--- config.mk ---
export PLATFORM = sky130hd
export DESIGN_NAME = mips_core
export DESIGN_NICKNAME = d
export VERILOG_FILES = /design/src/design/mips_pkg.sv /design/src/design/mips_alu.sv /design/src/design/mips_core.sv /design/src/design/mips_datapath.sv /design/src/design/mips_decoder.sv /design/src/design/mips_regfile.sv /design/src/design/mips_result_select.sv
export SDC_FILE = /design/constraint.sdc
export NUM_CORES = 2
export LEC_CHECK = 0
export BUFFER_PORTS_ARGS = -buffer_cell sky130_fd_sc_hd__buf_2
export CAP_MARGIN = 20
export CORE_ASPECT_RATIO = 0.9
export CORE_MARGIN = 2
export CORE_UTILIZATION = 49
export CTS_BUF_LIST = sky130_fd_sc_hd__clkbuf_16
export CTS_CLUSTER_DIAMETER = 40
export DETAILED_ROUTE_END_ITERATION = 10
export PLACE_DENSITY = 0.65
export SYNTH_ARGS = -nofsm -noshare
export SYNTH_HDL_FRONTEND = slang
export SYNTH_SLANG_ARGS = --single-unit
--- constraint.sdc ---
create_clock -name clock -period 9.7 [get_ports clock]
set_input_delay 0.485 -clock clock [delete_from_list [all_inputs] [get_ports clock]]
set_output_delay 0.485 -clock clock [all_outputs]
set_load 0.01 [all_outputs]
--- src/design/mips_pkg.sv ---
`default_nettype none

package mips_pkg;

    ////////////////////////////////////////////////////////////
    // Instruction formats
    ////////////////////////////////////////////////////////////

    // R-type view
    typedef struct packed {
        logic [5:0] opcode;
        logic [4:0] rs;
        logic [4:0] rt;
        logic [4:0] rd;
        logic [4:0] shamt;                  // Unused by this subset
        logic [5:0] funct;
    } instr_r_t;

    // I-type view
    typedef struct packed {
        logic [5:0]  opcode;
        logic [4:0]  rs;
        logic [4:0]  rt;
        logic [15:0] imm;                   // Sign extended in execute
    } instr_i_t;

    // One fetched word, seen as R, I or raw
    typedef union packed {
        instr_r_t    r;
        instr_i_t    i;
        logic [31:0] raw;                   // Jump index lives in raw[25:0]
    } instr_u;

    ////////////////////////////////////////////////////////////
    // Control encodings
    ////////////////////////////////////////////////////////////

    typedef enum logic [2:0] {
        alu_add,
        alu_sub,
        alu_and,
        alu_or,
        alu_slt
    } alu_op_e;

    typedef enum logic [1:0] {
        wa_rt,                              // I-type destination
        wa_rd,                              // R-type destination
        wa_ra                               // Link register for jal
    } wa_sel_e;

    typedef enum logic [1:0] {
        res_alu,
        res_mem,
        res_pc4                             // Return address
    } result_sel_e;

    typedef enum logic [1:0] {
        pc_seq,
        pc_branch,
        pc_jump
    } pc_sel_e;

    // Control bus out of decode
    typedef struct packed {
        logic        rf_we;
        logic        dmem_we;
        logic        alu_b_imm;             // ALU B from immediate
        logic        is_branch;
        logic        is_jump;
        alu_op_e     alu_op;
        wa_sel_e     wa_sel;
        result_sel_e result_sel;
    } mips_ctrl_t;

    // Opcodes
    localparam logic [7:0] op_rtype = 8'h00;
    localparam logic [7:0] op_j     = 8'h02;
    localparam logic [7:0] op_jal   = 8'h03;
    localparam logic [7:0] op_beq   = 8'h04;
    localparam logic [7:0] op_addi  = 8'h08;
    localparam logic [7:0] op_lw    = 8'h23;
    localparam logic [7:0] op_sw    = 8'h2b;

    // Function codes, R-type only
    localparam logic [5:0] fn_add = 6'h20;
    localparam logic [5:0] fn_sub = 6'h22;
    localparam logic [5:0] fn_and = 6'h24;
    localparam logic [5:0] fn_or  = 6'h25;
    localparam logic [5:0] fn_slt = 6'h2a;

    localparam logic [4:0]  reg_ra   = 5'd31;
    localparam logic [31:0] reset_pc = 32'h0000_0000;

endpackage

`default_nettype wire

--- src/design/mips_alu.sv ---
`default_nettype none

module mips_alu (
    input  logic [31:0]       a,
    input  logic [31:0]       b,
    input  mips_pkg::alu_op_e op,
    output logic [31:0]       y,
    output logic              zero
);

    import mips_pkg::*;

    logic [31:0] sum;
    logic [31:0] diff;
    logic        lt;                        // Signed a < b

    assign sum  = a + b;
    assign diff = a - b;
    assign lt   = $signed(a) < $signed(b);

    always_comb begin
        case (op)
            alu_add: begin
                y = sum;
            end
            alu_sub: begin
                y = diff;                   // Also the beq compare
            end
            alu_and: begin
                y = a & b;
            end
            alu_or: begin
                y = a | b;
            end
            alu_slt: begin
                y = {31'd0, lt};
            end
            default: begin
                y = 32'd0;                  // Unused encodings
            end
        endcase
    end

    // Equal operands when op is sub
    assign zero = (y == 32'd0);

endmodule

`default_nettype wire

--- src/design/mips_core.sv ---
`default_nettype none

module mips_core (
    input  logic             clock,
    input  logic             rst_n,
    input  mips_pkg::instr_u instr,
    input  logic [31:0]      dmem_rd,
    output logic [31:0]      pc,
    output logic [31:0]      dmem_addr,
    output logic [31:0]      dmem_wd,
    output logic             dmem_we
);

    import mips_pkg::*;

    mips_ctrl_t  ctrl;                      // Decode to execute and result
    logic [31:0] alu_y;
    logic [31:0] pc_plus4;
    logic [31:0] branch_target;
    logic [31:0] jump_target;
    logic [31:0] wr_data;                   // Write-back to regfile
    logic [31:0] pc_next;
    logic        zero;

    assign dmem_addr = alu_y;               // Effective address
    assign dmem_we   = ctrl.dmem_we;

    mips_decoder mips_decoder_inst (
        .clock (clock),
        .rst_n (rst_n),
        .instr (instr),
        .ctrl  (ctrl)
    );

    mips_datapath mips_datapath_inst (
        .clock         (clock),
        .rst_n         (rst_n),
        .instr         (instr),
        .ctrl          (ctrl),
        .wr_data       (wr_data),
        .pc_next       (pc_next),
        .pc            (pc),
        .alu_y         (alu_y),
        .pc_plus4      (pc_plus4),
        .branch_target (branch_target),
        .jump_target   (jump_target),
        .dmem_wd       (dmem_wd),
        .zero          (zero)
    );

    mips_result_select mips_result_select_inst (
        .ctrl          (ctrl),
        .alu_y         (alu_y),
        .dmem_rd       (dmem_rd),
        .pc_plus4      (pc_plus4),
        .branch_target (branch_target),
        .jump_target   (jump_target),
        .zero          (zero),
        .wr_data       (wr_data),
        .pc_next       (pc_next)
    );

endmodule

`default_nettype wire

--- src/design/mips_datapath.sv ---
`default_nettype none

module mips_datapath (
    input  logic                 clock,
    input  logic                 rst_n,
    input  mips_pkg::instr_u     instr,
    input  mips_pkg::mips_ctrl_t ctrl,
    input  logic [31:0]          wr_data,
    input  logic [31:0]          pc_next,
    output logic [31:0]          pc,
    output logic [31:0]          alu_y,
    output logic [31:0]          pc_plus4,
    output logic [31:0]          branch_target,
    output logic [31:0]          jump_target,
    output logic [31:0]          dmem_wd,
    output logic                 zero
);

    import mips_pkg::*;

    logic [4:0]  wa;                        // Register write address
    logic [31:0] sign_imm;
    logic [31:0] rs_data;
    logic [31:0] rt_data;
    logic [31:0] alu_b;

    ////////////////////////////////////////////////////////////
    // Program counter
    ////////////////////////////////////////////////////////////

    always_ff @(posedge clock) begin
        if (!rst_n) begin
            pc <= reset_pc;
        end else begin
            pc <= pc_next;                  // One instruction per clock
        end
    end

    assign pc_plus4 = pc + 32'd4;

    // Immediate and targets
    assign sign_imm      = {{16{instr.i.imm[15]}}, instr.i.imm};
    assign branch_target = pc_plus4 + {sign_imm[29:0], 2'b00};      // Word offset
    assign jump_target   = {pc_plus4[31:28], instr.raw[25:0], 2'b00};

    ////////////////////////////////////////////////////////////
    // Register file
    ////////////////////////////////////////////////////////////

    // Destination register
    always_comb begin
        case (ctrl.wa_sel)
            wa_rt:   wa = instr.i.rt;
            wa_rd:   wa = instr.r.rd;
            wa_ra:   wa = reg_ra;
            default: wa = 5'd0;             // r0 swallows the write
        endcase
    end

    mips_regfile mips_regfile_inst (
        .clock (clock),
        .we    (ctrl.rf_we),
        .wa    (wa),
        .ra0   (instr.i.rs),
        .ra1   (instr.i.rt),
        .wd    (wr_data),
        .rd0   (rs_data),
        .rd1   (rt_data)
    );

    assign dmem_wd = rt_data;               // Store data is rt

    ////////////////////////////////////////////////////////////
    // ALU
    ////////////////////////////////////////////////////////////

    assign alu_b = ctrl.alu_b_imm ? sign_imm : rt_data;

    mips_alu mips_alu_inst (
        .a    (rs_data),
        .b    (alu_b),
        .op   (ctrl.alu_op),
        .y    (alu_y),
        .zero (zero)
    );

endmodule

`default_nettype wire

--- src/design/mips_decoder.sv ---
`default_nettype none

module mips_decoder (
    input  logic                clock,      // For bound checks only
    input  logic                rst_n,
    input  mips_pkg::instr_u    instr,
    output mips_pkg::mips_ctrl_t ctrl
);

    import mips_pkg::*;

    logic [7:0] opcode;                     // Widened to match op_* constants
    mips_ctrl_t dec;                        // Decode before reset masking

    assign opcode = {2'b00, instr.r.opcode};

    ////////////////////////////////////////////////////////////
    // Opcode and funct decode
    ////////////////////////////////////////////////////////////

    always_comb begin
        // Default is a no-op
        dec            = '0;
        dec.alu_op     = alu_add;
        dec.wa_sel     = wa_rt;
        dec.result_sel = res_alu;

        case (opcode)
            op_rtype: begin
                dec.wa_sel = wa_rd;
                dec.rf_we  = 1'b1;
                case (instr.r.funct)
                    fn_add:  dec.alu_op = alu_add;
                    fn_sub:  dec.alu_op = alu_sub;
                    fn_and:  dec.alu_op = alu_and;
                    fn_or:   dec.alu_op = alu_or;
                    fn_slt:  dec.alu_op = alu_slt;
                    default: dec.rf_we  = 1'b0;     // Unknown funct, no write
                endcase
            end
            op_addi: begin
                dec.rf_we     = 1'b1;
                dec.alu_b_imm = 1'b1;
            end
            op_lw: begin
                dec.rf_we      = 1'b1;
                dec.alu_b_imm  = 1'b1;              // Base plus offset
                dec.result_sel = res_mem;
            end
            op_sw: begin
                dec.dmem_we   = 1'b1;
                dec.alu_b_imm = 1'b1;
            end
            op_beq: begin
                dec.is_branch = 1'b1;
                dec.alu_op    = alu_sub;            // Zero flag means equal
            end
            op_j: begin
                dec.is_jump = 1'b1;
            end
            op_jal: begin
                dec.is_jump    = 1'b1;
                dec.rf_we      = 1'b1;
                dec.wa_sel     = wa_ra;             // Link into r31
                dec.result_sel = res_pc4;
            end
            default: ;                              // Stays a no-op
        endcase
    end

    ////////////////////////////////////////////////////////////
    // Reset masking
    ////////////////////////////////////////////////////////////

    always_comb begin
        ctrl = dec;
        if (!rst_n) begin
            ctrl.rf_we   = 1'b0;                    // No state change in reset
            ctrl.dmem_we = 1'b0;
        end
    end

endmodule

`default_nettype wire

--- src/design/mips_regfile.sv ---
`default_nettype none

module mips_regfile (
    input  logic        clock,
    input  logic        we,
    input  logic [4:0]  wa,
    input  logic [4:0]  ra0,
    input  logic [4:0]  ra1,
    input  logic [31:0] wd,
    output logic [31:0] rd0,
    output logic [31:0] rd1
);

    logic [31:0] regs [32];                 // Storage, r0 never written

    // Write port
    always_ff @(posedge clock) begin
        if (we && (wa != 5'd0)) begin
            regs[wa] <= wd;
        end
    end

    // Asynchronous reads, r0 reads as zero
    always_comb begin
        if (ra0 == 5'd0) begin
            rd0 = 32'd0;
        end else begin
            rd0 = regs[ra0];
        end
    end

    always_comb begin
        if (ra1 == 5'd0) begin
            rd1 = 32'd0;
        end else begin
            rd1 = regs[ra1];
        end
    end

endmodule

`default_nettype wire

--- src/design/mips_result_select.sv ---
`default_nettype none

module mips_result_select (
    input  mips_pkg::mips_ctrl_t ctrl,
    input  logic [31:0]          alu_y,
    input  logic [31:0]          dmem_rd,
    input  logic [31:0]          pc_plus4,
    input  logic [31:0]          branch_target,
    input  logic [31:0]          jump_target,
    input  logic                 zero,
    output logic [31:0]          wr_data,
    output logic [31:0]          pc_next
);

    import mips_pkg::*;

    pc_sel_e pc_sel;

    // Write-back source
    always_comb begin
        case (ctrl.result_sel)
            res_alu: wr_data = alu_y;
            res_mem: wr_data = dmem_rd;     // Load data, same cycle
            res_pc4: wr_data = pc_plus4;    // jal link
            default: wr_data = alu_y;
        endcase
    end

    // Jump wins, then taken branch
    always_comb begin
        if (ctrl.is_jump) begin
            pc_sel = pc_jump;
        end else if (ctrl.is_branch && zero) begin
            pc_sel = pc_branch;
        end else begin
            pc_sel = pc_seq;
        end
    end

    always_comb begin
        case (pc_sel)
            pc_branch: pc_next = branch_target;
            pc_jump:   pc_next = jump_target;
            default:   pc_next = pc_plus4;
        endcase
    end

endmodule

`default_nettype wire

# After elaboration in Yosys (flattened, before gate mapping)
# Memory sizes are Yosys's and may differ from the RTL's.
# Index checks and enable logic that the tools add are counted.
word_totals:
  ff_bits: 32
  ramBits: 1024
  input_bits: 66
  out_inout_bits: 97
  wordCells: 65
  n_memories: 1
op_classes:
  n_addsub: 4
  magnitude_cmp: 1
  eq_ne: 21
  mux: 22
  bitwise_logic: 2
  reduce_logical: 13
memory_table:
  columns: ["name", "depth", "word_bits", "rd", "rd_ports_with_merged_regs", "write_ports", "line", "rtl"]
  rows:
  - ["mips_datapath_inst.mips_regfile_inst.regs", 32, 32, 2, 0, 1, "mips_regfile.sv:14", "logic [31:0] regs [32];"]
op_table:
  columns: ["cell", "n"]
  rows:
  - ["32-bit case mux with 5 select lines", 1]
  - ["32-bit case mux with 2 select lines", 2]
  - ["32-bit 2-to-1 mux", 3]
  - ["32-bit adder", 2]
  - ["6-bit == test, second input constant", 7]
  - ["32-bit by 3-bit adder with 32-bit output, second input constant", 1]
  - ["32-bit AND", 1]
  - ["32-bit zero test", 1]
  - ["32-bit < comparator", 1]
  - ["32-bit OR", 1]
  - ["32-bit subtractor", 1]
  - ["5-bit case mux with 3 select lines", 1]
  - ["6-bit by 2-bit == test with 1-bit output, second input constant", 2]
  - ["3-bit case mux with 4 select lines", 1]
  - ["5-bit zero test", 2]
  - ["8-bit zero test", 1]
  - ["1-bit 2-to-1 mux", 8]
  - ["2-bit case mux with 2 select lines", 2]
  - ["2-bit by 1-bit == test with 1-bit output, second input constant", 3]
  - ["2-bit == test, second input constant", 3]
  - ["3-bit by 2-bit == test with 1-bit output, second input constant", 2]
  - ["6-bit by 3-bit == test with 1-bit output, second input constant", 1]
  - ["6-bit by 4-bit == test with 1-bit output, second input constant", 1]
  - ["3-bit case mux with 2 select lines", 1]
  - ["other kinds (11)", 14]

# Logic depth before layout (Yosys ltp)
logic_depth:
  word_depth: 12
  ltp_mapped: 29
  ltp_nobuf: 23

# Modules after synthesis
# From an unflattened synthesis, not the netlist that was laid out.
hier_totals:
  cells_unflattened: 4166
  hier_area_um2: 59057.9
by_module_without_submodules:
  columns: ["module", "instances", "cells_each", "area_per_inst_um2", "seq_area_each_um2"]
  rows:
  - ["mips_regfile", 1, 2564, 47904.7, 30749.5]
  - ["mips_alu", 1, 804, 5228.8, 0.0]
  - ["mips_datapath", 1, 503, 3803.6, 640.6]
  - ["mips_result_select", 1, 263, 1885.6, 0.0]
  - ["mips_decoder", 1, 32, 235.2, 0.0]

# Least setup slack after synthesis
# OpenSTA, ideal clock, no wires.
synth_timing:
  path_type: "input -> register"
  from: "input port instr[21] (netlist bit)"
  to: "register mips_datapath_inst.pc[26]"
  setup_time_ns: 0.074
  arrival_ns: 7.633
  t_required_ns: 9.626
  slack_ns: 1.993
  path_stages: 24
  path_buffers: 8
  path_cell_list: "clkbuf_1 > clkbuf_1 > clkbuf_1 > clkbuf_1 > clkbuf_1 > clkbuf_1 > nor3_1 > clkbuf_1 > nor3_1 > ha_1 > nor2b_1 > o31ai_1 > a211o_1 > and4_1 > o31ai_1 > o31a_1 > o21ai_1 > a211oi_1 > o221ai_1 > or4_1 > or2_1 > buf_6 > or4_1 > a31oi_1"
synth_via:
  elab_chain_len: 10
  word_cells_on_any_way: 16
  cone_classes: "add/sub: 2; order compare: 1; eq/ne: 2; mux: 5; bitwise: 2; reduce/logical: 3; memory: 1"
synth_lines:
  columns: ["item", "line", "rtl"]
  rows:
  - ["start, declared", "mips_core.sv:6", "input mips_pkg::instr_u instr,"]
  - ["memory 32 x 32 bit or 5-bit zero test (tied branches)", null, null]
  - ["32-bit 2-to-1 mux *", "mips_regfile.sv:25", "if (ra0 == 5'd0) begin"]
  - ["32-bit subtractor (tied with other cells)", "mips_alu.sv:18", "assign diff = a - b;"]
  - ["32-bit case mux with 5 select lines *", "mips_alu.sv:22", "case (op)"]
  - ["named net dmem_addr[27]", "mips_core.sv:9", "output logic [31:0] dmem_addr,"]
  - ["32-bit zero test *", "mips_alu.sv:45", "assign zero = (y == 32'd0);"]
  - ["1-bit logical AND *", "mips_result_select.sv:33", "end else if (ctrl.is_branch && zero) begin"]
  - ["1-bit 2-to-1 mux *", "mips_result_select.sv:33", null]
  - ["2-bit 2-to-1 mux *", "mips_result_select.sv:31", "if (ctrl.is_jump) begin"]
  - ["2-bit == test or 2-bit by 1-bit == test with 1-bit output (tied branches)", "mips_result_select.sv:41", "case (pc_sel)"]
  - ["32-bit case mux with 2 select lines *", "mips_result_select.sv:41", null]
  - ["end signal, assigned", "mips_datapath.sv:33", "pc <= reset_pc;"]
  - ["end signal, assigned", "mips_datapath.sv:35", "pc <= pc_next;"]
  - ["end, declared", "mips_datapath.sv:10", "output logic [31:0] pc,"]
# The timed path passes the listed nets; every way through them passes the cells marked *.
# A chain may end at the register's enable or synchronous reset.

# Worst setup path in the final report
layout_timing:
  from: "input port instr[16] (netlist bit)"
  to: "register mips_datapath_inst.pc[20]"
layout_via:
  elab_chain_len: 11
  word_cells_on_any_way: 17
  cone_classes: "add/sub: 2; order compare: 1; eq/ne: 2; mux: 6; bitwise: 2; reduce/logical: 3; memory: 1"
layout_lines:
  columns: ["item", "line", "rtl"]
  rows:
  - ["memory 32 x 32 bit or 5-bit zero test (tied branches)", null, null]
  - ["32-bit 2-to-1 mux *", "mips_regfile.sv:33", "if (ra1 == 5'd0) begin"]
  - ["32-bit 2-to-1 mux *", "mips_datapath.sv:77", "assign alu_b = ctrl.alu_b_imm ? sign_imm : rt_data;"]
  - ["32-bit subtractor (tied with other cells)", "mips_alu.sv:18", null]
  - ["32-bit case mux with 5 select lines *", "mips_alu.sv:22", null]
  - ["32-bit zero test *", "mips_alu.sv:45", null]
  - ["1-bit logical AND *", "mips_result_select.sv:33", null]
  - ["1-bit 2-to-1 mux *", "mips_result_select.sv:33", null]
  - ["2-bit 2-to-1 mux *", "mips_result_select.sv:31", null]
  - ["2-bit == test or 2-bit by 1-bit == test with 1-bit output (tied branches)", "mips_result_select.sv:41", null]
  - ["32-bit case mux with 2 select lines *", "mips_result_select.sv:41", null]
# Mark *: on every way between the ends. The rest lies on a longest branch, timed or not.

==> impl_metrics.csv <==
group,metric,value,unit
drt,finalWirelength,188,mm
power_and_ir_drop,ir_worst_vdd,148,µV
worst_setup_path,path_cells,"buf_8 -> buf_4 -> mux4_2 -> mux4_2 -> mux2i_1 -> nor2_1 -> mux2i_1 -> inv_1 -> ha_1 -> or2_2 -> o221ai_1 -> a21oi_1 -> o41ai_1 -> o221a_2 -> o22ai_1 -> or4b_1 -> nor4_1 -> nor4b_2 -> nand4_1 -> or2_1 -> buf_12 -> or4_1 -> a31oi_1",
drt,drt-met1-wl,72.7,mm
logic_synthesis,ys_types,83,
worst_setup_path,cp_num_cells,23,
worst_setup_path,reg2reg_depth,21,
logic_synthesis,ys_ff_latch,1054,
drt,drtIter0Drc,5544,
placement,place.gp.congestion,0.999,
worst_hold_path,hold_class,"input port to register",
clock_tree,cts_setup_buffers,0,
worst_setup_path,path_class,"input port to register",
logic_synthesis,synth_edf_count,1024,
timing,fin_crit_sh,85.9,%
worst_setup_path,crit_fanout,81,
worst_setup_path,slowest_delay,0.88,ns
clock_tree,htree_levels,4,
floorplanning,start_util,49.4,%
placement,pre_cts_ws,0.794,ns
drt,wl_met3,20.9,mm
worst_setup_path,critPathTopFamily,"simple AND/OR/NAND/NOR gates",
timing,fin_tns_setup,0,ns
final_layout,final_common_cell,"edfxtp_1",
logic_synthesis,yosys_most_used_dff,"edfxtp_1",
worst_setup_path,required,10.36,ns
drt,vias_per_cell,6.94,
global_route,antenna_found_initial,5,
timing,finClkSkew,0.0621,ns
floorplanning,die_h,327,µm
final_layout,final_util,56.7,%
drt,route.detailed.drc,0,
clock_tree,cts_buffer_depth,3,
clock_tree,cts_hold_buf,0,
final_layout,nNetsFinal,4031,
logic_synthesis,synth_warnings,0,
worst_setup_path,path_buf_inv,4,
power_and_ir_drop,leakage,22.4,nW
timing,layout_setup_ws,1.37,ns
final_layout,drive_gt1_share,31.5,%
global_route,track_usage,31.7,%
logic_synthesis,ys_seq_area_share,55.2,%
logic_synthesis,postSynthAreaPerCell,15.7,µm²
status,status,"finished, final reports clean",
global_route,grt_pass1_wl,267,mm
logic_synthesis,syn_area,56800,µm²
clock_tree,ctsResizeCount,0,
worst_hold_path,min_path_cells,3,
placement,io_buffers,160,
global_route,grt_max_degree,114,
global_route,grt_pass1_vias,36630,
floorplanning,die_w,363,µm
logic_synthesis,syn_inst,3610,
drt,first_pass_iters,6,
worst_setup_path,r2r_start,"mips_datapath_inst.mips_regfile_inst.regs[19][2]$_DFFE_PP_",
worst_setup_path,setup.worst_path.start,"instr[16]",
logic_synthesis,synth-async-reset-ratio,0,%
clock_tree,clkTransAtPathRegs,0.04,ns
worst_setup_path,endpoint,"mips_datapath_inst.pc[20]$_SDFF_PN0_",
placement,hpwl,112,mm
timing,worstMarginPinSlew,1.29,ns
worst_setup_path,crit_path_start_kind,"input port",
floorplanning,rows,118,
global_route,overflow,0,
timing,setup_viol,0,
drt,met2_length,86.1,mm
final_layout,most-common-layout-cells,"edfxtp_1, mux4_2, nor2_1",
timing,hold_viol_final,0,
clock_tree,clkSinkCount,1054,
drt,highest_layer,"met4",
timing,maxSlewViolCount,0,
drt,post_drt_wl_per_cell,34.6,µm
timing,period_needed,8.33,ns
clock_tree,cts_root_buf,"clkbuf_16",
worst_setup_path,worstReg2RegEnd,"mips_datapath_inst.pc[20]$_SDFF_PN0_",
worst_setup_path,slowest_stage,"o41ai_1",
job,max_cap_violations,0,
floorplanning,core,115000,µm²
drt,postRouteAntennaNets,0,
clock_tree,tritoncts,"yes",
timing,fmax,120,MHz
worst_setup_path,endpoint_kind,"register",
clock_tree,numCtsBuffers,144,
power_and_ir_drop,power_density,210,nW/µm²
floorplanning,io_pins,163,
floorplanning,dieArea,119000,µm²
drt,via_count,37755,
final_layout,syn_to_final_growth,14.7,%
worst_setup_path,arrival,8.99,ns
worst_setup_path,reg2reg_slack,1.86,ns
timing,rsz0062_at_grt,"false",
clock_tree,clk_latency,0.77,ns
timing,relSlewSlack,13.6,%
cells in the mapped netlist (6+ instances only):
master       n  area share [%]
nor4_1      12            0.13
a221oi_1    29            0.45
or4_1        8            0.11
o221a_2      8            0.16
nand4_1     23            0.25
o22ai_1     30            0.33
xnor2_1     36            0.55
or3_1       20            0.22
nand3_1     48            0.42
o21bai_1    14            0.18
o221ai_1    25            0.39
a21o_1      27            0.36
o41ai_1     24            0.37
o21ai_0     78            0.69
a22o_1      20            0.31
and3_1      10            0.11
o31a_1       6           0.092
nor3_1      76            0.67
nor2b_1     25            0.28
buf_2       11           0.097
inv_1      129            0.85
mux2i_1    117             2.1
a211oi_1    19            0.25
buf_1       59            0.39
ha_1       136             3.0
xor2_1      23            0.35
edfxtp_1  1024              54
a221o_1      8            0.14
mux4_2     574              23
clkbuf_1   181             1.2
nor2_1     217             1.4
nand2_1    158             1.0
and2_1      12            0.13
nand2b_1    18            0.20
a211o_1     16            0.25
or2_2        7           0.077
mux2_2      43            0.85
a31oi_1     17            0.19
a21oi_1    134             1.2
o21a_1      28            0.37
dfxtp_1     30             1.1
a22oi_1     22            0.29
o31ai_1     12            0.16
o211ai_1    16            0.21
report_power, final:
part	internal, mW	switching (mW)
sequential	5.62	0.0236
combinational	0.865	1.87
clock	3.14	2.17
worst min-delay path by stage:
stage	from	endpoint	slack [ns]
after floorplan	instr[2]	mips_datapath_inst.pc[4]$_SDFF_PN0_	0.64
after global placement	mips_datapath_inst.pc[30]$_SDFF_PN0_	mips_datapath_inst.pc[30]$_SDFF_PN0_	0.71
after detailed placement	mips_datapath_inst.pc[30]$_SDFF_PN0_	mips_datapath_inst.pc[30]$_SDFF_PN0_	0.71
after CTS	instr[2]	mips_datapath_inst.pc[4]$_SDFF_PN0_	0.05
after global routing	instr[2]	mips_datapath_inst.pc[4]$_SDFF_PN0_	0.11
final	instr[2]	mips_datapath_inst.pc[4]$_SDFF_PN0_	0.11
flip-flops by register name, indices dropped and copies added, names as in the netlist:
signal	flops
mips_datapath_inst.pc	30
mips_datapath_inst.mips_regfile_inst.regs	1024
worst register-to-register path, cell delays in order, from the launching register on:
cell	delay, ns
edfxtp_1	0.39
mux4_2	0.49
mux4_2	0.51
mux2i_1	0.59
nor2_1	0.14
mux2i_1	0.34
inv_1	0.08
ha_1	0.28
or2_2	0.30
o221ai_1	0.31
a21oi_1	0.24
o41ai_1	0.88
o221a_2	0.34
o22ai_1	0.16
or4b_1	0.56
nor4_1	0.38
nor4b_2	0.29
nand4_1	0.25
or2_1	0.33
buf_12	0.18
or4_1	0.55
a31oi_1	0.17
metrics by stage:
stage / hold WS [ns] / std cells / area [µm²] / total power, mW
after floorplan: 0.635 / 3643 / 57000 / 7.33
after global placement: 0.711 / 5173 / 60200 / 8.39
after detailed placement: 0.712 / 5178 / 60300 / 8.41
after CTS: 0.0549 / 5440 / 65200 / 13.7
after global routing: 0.107 / 5443 / 65200 / 14.1
final: 0.107 / 5443 / 65200 / 13.7
logic make-up after synthesis:
| logic type | share of synthesized area, % |
|---|---|
| flip-flops | 55.2 |
| multiplexers | 25.7 |
| XOR/XNOR | 0.909 |
| adder cells (fa/ha/maj) | 3.10 |
| other | 0.00660 |
| AO/OA/AOI/OAI | 7.12 |
| AND/OR/NAND/NOR | 5.45 |
| buffers and inverters | 2.60 |
metal layers:
layer / vias up / GRT usage, %
met1: 19546 / 45.0
met5: - / 0
li1: 15324 / -
met2: 2471 / 48.1
met3: 414 / 6.47
met4: 0 / 13.5
cell type report:
| type | instances | area (µm²) |
|---|---|---|
| Inverter | 129 | 484 |
| Fill cell | 8845 | 49800 |
| Timing Repair Buffer | 292 | 2020 |
| Sequential cell | 1054 | 31400 |
| Tap cell | 1500 | 1880 |
| Clock inverter | 118 | 1310 |
| Multi-Input combinational cell | 2205 | 24600 |
| Clock buffer | 144 | 3600 |
| Antenna cell | 1 | 2.50 |
No activity file was read; power rests on OpenSTA's default activity.
